--- config.mk ---
export PLATFORM = sky130hd
export DESIGN_NAME = stereo_mpx
export DESIGN_NICKNAME = d
export VERILOG_FILES = /design/src/mpx_audio_pkg.sv /design/src/mpx_ctrl_pkg.sv /design/src/mpx_channel_select.sv /design/src/mpx_combiner.sv /design/src/mpx_regs.sv /design/src/pilot_dds.sv /design/src/stereo_mpx.sv
export VERILOG_INCLUDE_DIRS = /design/src /design/src/src
export SDC_FILE = /design/constraint.sdc
export NUM_CORES = 1
export LEC_CHECK = 0
export BUFFER_PORTS_ARGS = -buffer_cell sky130_fd_sc_hd__clkbuf_2
export CELL_PAD_IN_SITES_DETAIL_PLACEMENT = 1
export CELL_PAD_IN_SITES_GLOBAL_PLACEMENT = 1
export CORE_ASPECT_RATIO = 1.2
export CORE_UTILIZATION = 46
export CTS_CLUSTER_SIZE = 28
export DETAILED_ROUTE_END_ITERATION = 6
export PLACE_DENSITY = 0.86
export SLEW_MARGIN = 20
export SYNTH_ARGS = -nofsm -noshare
export SYNTH_HDL_FRONTEND = slang
export SYNTH_SLANG_ARGS = --single-unit
--- constraint.sdc ---
create_clock -name mclk -period 7.9 [get_ports mclk]
set_input_delay 0.79 -clock mclk [delete_from_list [all_inputs] [get_ports mclk]]
set_output_delay 0.79 -clock mclk [all_outputs]
set_load 0.02 [all_outputs]
--- src/mpx_settings.svh ---
`ifndef MPX_SETTINGS_SVH
`define MPX_SETTINGS_SVH

// audio datapath widths.
`define MPX_SAMPLE_W 16
`define MPX_PILOT_W 8

// pilot gain is unsigned with 8 fraction bits.
`define MPX_GAIN_W 16
`define MPX_GAIN_FRAC 8

`define MPX_PHASE_W 32
`define MPX_TABLE_BITS 5
`define MPX_TABLE_SIZE (1 << `MPX_TABLE_BITS)

`define MPX_BUS_W 32
`define MPX_COUNT_W 32

// register byte offsets.
`define MPX_ADDR_CTRL 32'h00
`define MPX_ADDR_GAIN 32'h04
`define MPX_ADDR_STEP 32'h08
`define MPX_ADDR_STAT_CFG 32'h0C
`define MPX_ADDR_STAT_LIMIT 32'h10
`define MPX_ADDR_STAT_RANGE 32'h14
`define MPX_ADDR_STAT_COUNT 32'h18

// statistics start values.
`define MPX_STAT_MIN_RESET 127
`define MPX_STAT_MAX_RESET (-128)
`define MPX_STAT_LIMIT_RESET 32'hFFFF_FFFF

`endif

--- src/mpx_audio_pkg.sv ---
`include "mpx_settings.svh"

package mpx_audio_pkg;

    typedef logic signed [`MPX_SAMPLE_W-1:0] sample_t;
    typedef logic signed [`MPX_PILOT_W-1:0] pilot_t;
    typedef logic [`MPX_PHASE_W-1:0] phase_t;
    typedef logic [`MPX_GAIN_W-1:0] gain_t;

    // one full period, round(127 * sin(2*pi*k/32)).
    localparam pilot_t pilot_sine_table [`MPX_TABLE_SIZE] = '{
        8'sd0, 8'sd25, 8'sd49, 8'sd71,
        8'sd90, 8'sd106, 8'sd117, 8'sd125,
        8'sd127, 8'sd125, 8'sd117, 8'sd106,
        8'sd90, 8'sd71, 8'sd49, 8'sd25,
        8'sd0, -8'sd25, -8'sd49, -8'sd71,
        -8'sd90, -8'sd106, -8'sd117, -8'sd125,
        -8'sd127, -8'sd125, -8'sd117, -8'sd106,
        -8'sd90, -8'sd71, -8'sd49, -8'sd25
    };

endpackage

--- src/mpx_ctrl_pkg.sv ---
`include "mpx_settings.svh"

package mpx_ctrl_pkg;

    // register bus words.
    typedef logic [`MPX_BUS_W-1:0] bus_addr_t;
    typedef logic [`MPX_BUS_W-1:0] bus_data_t;

    // sample source; both mute codes give silence.
    typedef enum logic [1:0] {
        SRC_LIVE = 2'd0,
        SRC_PLAYBACK = 2'd1,
        SRC_MUTE = 2'd2,
        SRC_MUTE_ALT = 2'd3
    } source_sel_t;

    // statistics track the upper byte of each output sample.
    typedef logic signed [7:0] stat_byte_t;
    typedef logic [`MPX_COUNT_W-1:0] stat_count_t;

endpackage

--- src/mpx_channel_select.sv ---
`timescale 1ns/1ps

module mpx_channel_select
    import mpx_audio_pkg::*, mpx_ctrl_pkg::*;
(
    input  logic        mclk,
    input  logic        mreset,
    input  sample_t     in_l,
    input  sample_t     in_r,
    input  logic        in_valid,
    input  logic        in_valid_180,
    input  sample_t     pbka_l,
    input  sample_t     pbka_r,
    input  logic        pbka_valid,
    input  logic        pbka_valid_180,
    input  logic        mpx_sel,
    input  source_sel_t source_sel,
    output logic        sample_strobe,
    output sample_t     mix,
    output logic        mix_valid
);

    sample_t src_l;
    sample_t src_r;
    sample_t pick_q;
    logic    strobe_q;

    // a muted source passes no samples and no strobes.
    always_comb begin
        src_l = '0;
        src_r = '0;
        sample_strobe = 1'b0;
        case (source_sel)
            SRC_LIVE: begin
                src_l = in_l;
                src_r = in_r;
                sample_strobe = in_valid | in_valid_180;
            end
            SRC_PLAYBACK: begin
                src_l = pbka_l;
                src_r = pbka_r;
                sample_strobe = pbka_valid | pbka_valid_180;
            end
            SRC_MUTE, SRC_MUTE_ALT: begin
                sample_strobe = 1'b0;
            end
        endcase
    end

    // capture stage.
    always_ff @(posedge mclk) begin
        if (sample_strobe) begin
            pick_q <= mpx_sel ? src_l : src_r;
        end
    end

    // second stage lines the sample up with the scaled pilot.
    always_ff @(posedge mclk) begin
        if (strobe_q) begin
            mix <= pick_q;
        end
    end

    always_ff @(posedge mclk) begin
        if (mreset) begin
            strobe_q <= 1'b0;
            mix_valid <= 1'b0;
        end else begin
            strobe_q <= sample_strobe;
            mix_valid <= strobe_q;
        end
    end

endmodule

--- src/mpx_combiner.sv ---
`timescale 1ns/1ps
`include "mpx_settings.svh"

module mpx_combiner
    import mpx_audio_pkg::*, mpx_ctrl_pkg::*;
(
    input  logic        mclk,
    input  logic        mreset,
    input  sample_t     mix,
    input  logic        mix_valid,
    input  sample_t     scaled_pilot,
    input  logic        stat_clear,
    input  logic        stat_enable,
    input  stat_count_t stat_limit,
    output sample_t     mpx_out,
    output logic        mpx_valid,
    output stat_byte_t  stat_min,
    output stat_byte_t  stat_max,
    output stat_count_t stat_count
);

    logic signed [`MPX_SAMPLE_W:0] sum;
    sample_t                       sum_sat;
    stat_byte_t                    out_byte;

    assign sum = mix + scaled_pilot;

    // overflow shows as a mismatch of the two top bits.
    always_comb begin
        if (sum[`MPX_SAMPLE_W] != sum[`MPX_SAMPLE_W-1]) begin
            sum_sat = {sum[`MPX_SAMPLE_W], {(`MPX_SAMPLE_W-1){~sum[`MPX_SAMPLE_W]}}};
        end else begin
            sum_sat = sum[`MPX_SAMPLE_W-1:0];
        end
    end

    always_ff @(posedge mclk) begin
        if (mreset) begin
            mpx_out <= '0;
            mpx_valid <= 1'b0;
        end else begin
            mpx_valid <= mix_valid;
            if (mix_valid) begin
                mpx_out <= sum_sat;
            end
        end
    end

    assign out_byte = mpx_out[`MPX_SAMPLE_W-1 -: $bits(stat_byte_t)];

    // statistics lag the output by one cycle.
    always_ff @(posedge mclk) begin
        if (mreset || stat_clear) begin
            stat_min <= stat_byte_t'(`MPX_STAT_MIN_RESET);
            stat_max <= stat_byte_t'(`MPX_STAT_MAX_RESET);
            stat_count <= '0;
        end else if (mpx_valid && stat_enable && (stat_count < stat_limit)) begin
            if (out_byte < stat_min) begin
                stat_min <= out_byte;
            end
            if (out_byte > stat_max) begin
                stat_max <= out_byte;
            end
            stat_count <= stat_count + 1'b1;
        end
    end

endmodule

--- src/mpx_regs.sv ---
`timescale 1ns/1ps
`include "mpx_settings.svh"

module mpx_regs
    import mpx_audio_pkg::*, mpx_ctrl_pkg::*;
(
    input  logic        mclk,
    input  logic        mreset,
    input  logic        psel,
    input  logic        penable,
    input  logic        pwrite,
    input  bus_addr_t   paddr,
    input  bus_data_t   pwdata,
    output bus_data_t   prdata,
    output source_sel_t source_sel,
    output gain_t       pilot_gain,
    output phase_t      pilot_step,
    output logic        stat_clear,
    output logic        stat_enable,
    output stat_count_t stat_limit,
    input  stat_byte_t  stat_min,
    input  stat_byte_t  stat_max,
    input  stat_count_t stat_count
);

    logic wr_en;

    // access phase of a write.
    assign wr_en = psel & penable & pwrite;

    always_ff @(posedge mclk) begin
        if (mreset) begin
            source_sel <= SRC_LIVE;
            pilot_gain <= '0;
            pilot_step <= '0;
            stat_clear <= 1'b0;
            stat_enable <= 1'b0;
            stat_limit <= `MPX_STAT_LIMIT_RESET;
        end else if (wr_en) begin
            case (paddr)
                `MPX_ADDR_CTRL: begin
                    source_sel <= source_sel_t'(pwdata[1:0]);
                end
                `MPX_ADDR_GAIN: begin
                    pilot_gain <= pwdata[`MPX_GAIN_W-1:0];
                end
                `MPX_ADDR_STEP: begin
                    pilot_step <= pwdata[`MPX_PHASE_W-1:0];
                end
                `MPX_ADDR_STAT_CFG: begin
                    stat_clear <= pwdata[0];
                    stat_enable <= pwdata[1];
                end
                `MPX_ADDR_STAT_LIMIT: begin
                    stat_limit <= pwdata[`MPX_COUNT_W-1:0];
                end
                default: begin
                end
            endcase
        end
    end

    // zero wait state read path, unmapped offsets return zero.
    always_comb begin
        prdata = '0;
        case (paddr)
            `MPX_ADDR_CTRL: prdata[1:0] = source_sel;
            `MPX_ADDR_GAIN: prdata[`MPX_GAIN_W-1:0] = pilot_gain;
            `MPX_ADDR_STEP: prdata[`MPX_PHASE_W-1:0] = pilot_step;
            `MPX_ADDR_STAT_CFG: prdata[1:0] = {stat_enable, stat_clear};
            `MPX_ADDR_STAT_LIMIT: prdata[`MPX_COUNT_W-1:0] = stat_limit;
            `MPX_ADDR_STAT_RANGE: prdata = {{16{stat_max[7]}}, stat_max, stat_min};
            `MPX_ADDR_STAT_COUNT: prdata[`MPX_COUNT_W-1:0] = stat_count;
            default: prdata = '0;
        endcase
    end

endmodule

--- src/pilot_dds.sv ---
`timescale 1ns/1ps
`include "mpx_settings.svh"

module pilot_dds
    import mpx_audio_pkg::*;
(
    input  logic    mclk,
    input  logic    mreset,
    input  logic    sample_strobe,
    input  phase_t  pilot_step,
    input  gain_t   pilot_gain,
    output sample_t scaled_pilot
);

    localparam int PROD_W = `MPX_PILOT_W + `MPX_GAIN_W + 1;
    localparam int SAT_MAX = (1 << (`MPX_SAMPLE_W - 1)) - 1;
    localparam int SAT_MIN = -(1 << (`MPX_SAMPLE_W - 1));

    phase_t                    phase;
    pilot_t                    entry_q;
    logic                      strobe_q;
    logic signed [PROD_W-1:0]  product;
    logic signed [PROD_W-1:0]  shifted;
    sample_t                   clamped;

    // lookup uses the phase before this strobe's step.
    always_ff @(posedge mclk) begin
        if (mreset) begin
            phase <= '0;
            strobe_q <= 1'b0;
        end else begin
            strobe_q <= sample_strobe;
            if (sample_strobe) begin
                phase <= phase + pilot_step;
            end
        end
    end

    always_ff @(posedge mclk) begin
        if (sample_strobe) begin
            entry_q <= pilot_sine_table[phase[`MPX_PHASE_W-1 -: `MPX_TABLE_BITS]];
        end
    end

    // gain is unsigned, so widen it by a zero bit before the signed multiply.
    assign product = entry_q * $signed({1'b0, pilot_gain});
    assign shifted = product >>> `MPX_GAIN_FRAC;

    always_comb begin
        if (shifted > SAT_MAX) begin
            clamped = sample_t'(SAT_MAX);
        end else if (shifted < SAT_MIN) begin
            clamped = sample_t'(SAT_MIN);
        end else begin
            clamped = shifted[`MPX_SAMPLE_W-1:0];
        end
    end

    // holds between strobes.
    always_ff @(posedge mclk) begin
        if (strobe_q) begin
            scaled_pilot <= clamped;
        end
    end

endmodule

--- src/stereo_mpx.sv ---
`timescale 1ns/1ps

module stereo_mpx
    import mpx_audio_pkg::*, mpx_ctrl_pkg::*;
(
    input  logic      mclk,
    input  logic      mreset,
    input  logic      psel,
    input  logic      penable,
    input  bus_addr_t paddr,
    input  logic      pwrite,
    input  bus_data_t pwdata,
    output bus_data_t prdata,
    input  sample_t   in_l,
    input  sample_t   in_r,
    input  logic      in_valid,
    input  logic      in_valid_180,
    input  sample_t   pbka_l,
    input  sample_t   pbka_r,
    input  logic      pbka_valid,
    input  logic      pbka_valid_180,
    input  logic      mpx_sel,
    output sample_t   mpx_out,
    output logic      mpx_valid
);

    source_sel_t source_sel;
    gain_t       pilot_gain;
    phase_t      pilot_step;
    logic        stat_clear;
    logic        stat_enable;
    stat_count_t stat_limit;
    stat_byte_t  stat_min;
    stat_byte_t  stat_max;
    stat_count_t stat_count;
    logic        sample_strobe;
    sample_t     mix;
    logic        mix_valid;
    sample_t     scaled_pilot;

    mpx_regs u_regs (
        .mclk        (mclk),
        .mreset      (mreset),
        .psel        (psel),
        .penable     (penable),
        .pwrite      (pwrite),
        .paddr       (paddr),
        .pwdata      (pwdata),
        .prdata      (prdata),
        .source_sel  (source_sel),
        .pilot_gain  (pilot_gain),
        .pilot_step  (pilot_step),
        .stat_clear  (stat_clear),
        .stat_enable (stat_enable),
        .stat_limit  (stat_limit),
        .stat_min    (stat_min),
        .stat_max    (stat_max),
        .stat_count  (stat_count)
    );

    mpx_channel_select u_channel_select (
        .mclk           (mclk),
        .mreset         (mreset),
        .in_l           (in_l),
        .in_r           (in_r),
        .in_valid       (in_valid),
        .in_valid_180   (in_valid_180),
        .pbka_l         (pbka_l),
        .pbka_r         (pbka_r),
        .pbka_valid     (pbka_valid),
        .pbka_valid_180 (pbka_valid_180),
        .mpx_sel        (mpx_sel),
        .source_sel     (source_sel),
        .sample_strobe  (sample_strobe),
        .mix            (mix),
        .mix_valid      (mix_valid)
    );

    pilot_dds u_pilot_dds (
        .mclk          (mclk),
        .mreset        (mreset),
        .sample_strobe (sample_strobe),
        .pilot_step    (pilot_step),
        .pilot_gain    (pilot_gain),
        .scaled_pilot  (scaled_pilot)
    );

    mpx_combiner u_combiner (
        .mclk         (mclk),
        .mreset       (mreset),
        .mix          (mix),
        .mix_valid    (mix_valid),
        .scaled_pilot (scaled_pilot),
        .stat_clear   (stat_clear),
        .stat_enable  (stat_enable),
        .stat_limit   (stat_limit),
        .mpx_out      (mpx_out),
        .mpx_valid    (mpx_valid),
        .stat_min     (stat_min),
        .stat_max     (stat_max),
        .stat_count   (stat_count)
    );

endmodule

==> flow_summary_export.csv <==
group,metric,value,unit
synthesis,syn_avg_cell_area,8.61,µm²
floorplanning,dieHeight,219,µm
clock_tree,cts_tree,"yes",
placed_design,placed_cell_area,0.0193,mm²
timing,fmaxAchievable,161,MHz
finish,post-route-cell-area,0.0201,mm²
clock_tree,htreeDepth,1,
grt,grt_max_degree,65,
synthesis,synth_most_common_cell,"nand2_1",
floorplanning,start_util,0.471,
route,drc,3,
timing,max_slew_margin,0.252,
finish,post-route-util,0.528,
route,ant_nets,0,
placed_design,port_buffers,186,
timing,final_max_slew_viol_count,0,
synthesis,synth_edf_count,56,
synthesis,ys_seq_area_frac,0.297,
grt,grt_pass1_vias,17610,
timing,tightest_slew,1.12,ns
status,outcome,"complete, but fails checks",
timing,setup_viol_count_final,0,
grt,grt_use_total,0.302,
timing,layout_setup_ws,1.68,ns
floorplanning,placementRows,78,
grt,antenna_found_initial,3,
clock_tree,cts.path.max_buffers,3,
setup_path,timing.rr.start,"u_pilot_dds.entry_q[7]$_SDFFCE_PN0P_",
synthesis,synth_top_area_cell,"dfxtp_1",
setup_path,cp-start-kind,"flop",
placed_design,dpl.hpwl,45.4,mm
timing,period_minus_slack,6.22,ns
timing,setup_tns,0,ns
grt,grt_overflow,0,
finish,synthToLayoutAreaGrowth,11.9,%
status,violations,"design-rule violations",
finish,drive_above_1_share,0.137,
synthesis,synthFlopType,"dfxtp_1",
route,drt_iter0_markers,990,
timing,final.period_utilization,0.787,
clock_tree,ctsHoldBuffers,0,
power,finalPower,0.00294,W
setup_path,cp-startpoint,"u_pilot_dds.entry_q[7]$_SDFFCE_PN0P_",
run,cap_viol_max_count,0,
clock_tree,clock-root-buffer,"clkbuf_16",
clock_tree,worst_setup_hold_path_clk_slew,0.06,ns
route,wirelength,59.9,mm
route,post_drt_via_cell_ratio,5.97,
timing,finClkSkew,0.0170,ns
min_path,holdCritPathClass,"reg2reg",
route,wire_per_inst,21.8,µm
setup_path,reg2regPathDepth,20,
placed_design,gp_congestion,0.868,
power,vdd_ir_drop_max,0.164,mV
synthesis,synthTopCellsByCount,"288 x nand2_1, 214 x inv_1, 197 x a21oi_1",
synthesis,ys_warn_count,0,
synthesis,synth_top_area_frac,0.204,
floorplanning,io_pins,187,
floorplanning,die_w,182,µm
route,vias,16406,
synthesis,ys_async_sr_fraction,0,
power,power_density,146,mW/mm²
floorplanning,core,0.0382,mm²
setup_path,cp-end-kind,"flop",
timing,rsz0062_at_grt,"no",
setup_path,crit_path_max_fanout,14,
finish,layout.nets,2589,
route,firstDrtPassIters,7,
clock_tree,clock-sinks,239,
finish,filler_cell_count,4585,
power,p_leak,9.34,nW
timing,hold_viol_final,0,
grt,grt_pass1_wl,93.7,mm
synthesis,syn_nets,2467,
clock_tree,insertion_delay,0.56,ns
clock_tree,post_cts_buffers,0,
setup_path,crit_required,8.18,ns
synthesis,syn_inst,2088,
setup_path,ff2ff_setup_slack,1.68,ns
setup_path,crit_path_end,"u_pilot_dds.scaled_pilot[8]$_SDFFCE_PN1P_",
setup_path,r2r-end,"u_pilot_dds.scaled_pilot[8]$_SDFFCE_PN1P_",
synthesis,synth_area,0.0180,mm²
placed_design,place_ws,1.74,ns
synthesis,ys_seq_elements,239,
clock_tree,numCtsBuffers,26,
synthesis,ys_types,82,
setup_path,cp.arrival,6.50,ns
clock_tree,cts_resized,0,
synthesis,synth_area_leaders,"dfxtp_1 20%, ha_1 11%, fa_1 9.5%, edfxtp_1 9.4%, nand2_1 6.0%",
setup_path,crit_type,"reg2reg",
floorplanning,die-area,0.0399,mm²
## cells by family after synthesis
| kind of cell | share of synthesized area |
|---|---|
| adders and majority gates | 0.204 |
| xor gates and xnor gates | 0.0266 |
| DFF | 0.297 |
| buffers and inverters | 0.0687 |
| and+or+nand+nor | 0.177 |
| muxes | 0.0230 |
| AOI/OAI and AO/OA | 0.203 |
## metal layers
layer  global-route usage  vias up  part of all wire
li1                     -     7555                 -
met1                0.322     8170              0.37
met2                0.554      477              0.52
met3               0.0385      200             0.044
met4                0.199        4             0.068
met5                    0        -           0.00052
## cell usage in the layout, fill, tap and decap left out, types with 7 or more instances in the layout
cell         n
clkbuf_2   185
nor2b_1     25
o21ai_1      9
xor2_1      23
dfxtp_1    182
a22oi_1     34
and3_1      25
o21ai_0     74
o221a_2     13
a21oi_1    197
nand3_1     58
nor2_1      71
ha_1       156
a31oi_1     15
nor4_1      11
mux4_2      17
xnor2_1     28
o21bai_1     8
and2_1      94
nand4_1     13
or4_1       18
a222oi_1    15
nand2b_1    10
clkbuf_1     7
a21o_1      48
o21a_1      10
inv_1      213
nand2_1    287
buf_4       18
o211ai_1    35
nor3_1      23
clkbuf_16   27
fa_1        85
o31ai_1     21
a211oi_1    12
edfxtp_1    56
## how the worst min path moves through the flow
stage                                                     start                            endpoint  depth (start not counted)
after floorplan            u_channel_select.pick_q[0]$_DFFE_PP_   u_channel_select.mix[0]$_DFFE_PP_                          0
after global placement    u_channel_select.pick_q[14]$_DFFE_PP_  u_channel_select.mix[14]$_DFFE_PP_                          0
after detailed placement  u_channel_select.pick_q[12]$_DFFE_PP_  u_channel_select.mix[12]$_DFFE_PP_                          0
after CTS                 u_channel_select.pick_q[12]$_DFFE_PP_  u_channel_select.mix[12]$_DFFE_PP_                          0
after global routing      u_channel_select.pick_q[14]$_DFFE_PP_  u_channel_select.mix[14]$_DFFE_PP_                          0
final                     u_channel_select.pick_q[10]$_DFFE_PP_  u_channel_select.mix[10]$_DFFE_PP_                          0
## stage by stage
| step | hold slack, ns | std cells |
|---|---|---|
| after global routing | 0.428 | 2748 |
| after detailed placement | 0.406 | 2702 |
| final | 0.420 | 2749 |
| after floorplan | 0.400 | 2088 |
| after global placement | 0.400 | 2702 |
| after CTS | 0.421 | 2748 |
## power by group
| group | switching, W | internal (W) | total [W] | leakage, nW |
|---|---|---|---|---|
| clock network | 0.000526 | 0.000718 | 0.00124 | 0.408 |
| registers | 0.0000333 | 0.00129 | 0.00132 | 2.04 |
| logic | 0.000236 | 0.000137 | 0.000373 | 6.89 |
## final cells by class
type | instances | area (µm²) | share of cell area
multi-input combinational | 1526 | 11400 | 0.567
tap | 520 | 651 | 0.0323
antenna | 1 | 2.50 | 0.000124
clock buffer | 37 | 743 | 0.0369
sequential | 239 | 5350 | 0.266
inverter | 214 | 803 | 0.0399
clock inverter | 9 | 101 | 0.00503
timing repair buffer | 203 | 1060 | 0.0527
## sequential cells by signal (all words and copies together), names as in the netlist, 16 cells and up
signal and cells:
u_regs.pilot_gain 16, u_combiner.mpx_out 16, u_regs.pilot_step 32, u_combiner.stat_count 32, u_regs.stat_limit 32, u_channel_select.pick_q 16
u_pilot_dds.scaled_pilot 16, u_channel_select.mix 16, u_pilot_dds.phase 32
## worst max-delay path: stages (launching register included)
cell	delay (ns)
edfxtp_1	0.49
inv_1	0.44
nor2_1	0.14
fa_1	0.56
inv_1	0.06
fa_1	0.54
inv_1	0.06
fa_1	0.54
inv_1	0.07
fa_1	0.55
inv_1	0.05
ha_1	0.34
nand2_1	0.15
nor3_1	0.08
a221o_1	0.35
a31o_2	0.25
a221o_1	0.33
a21oi_1	0.19
xnor2_1	0.13
nor2_2	0.46
o21ai_0	0.18
(Power assumes the default switching activity.)
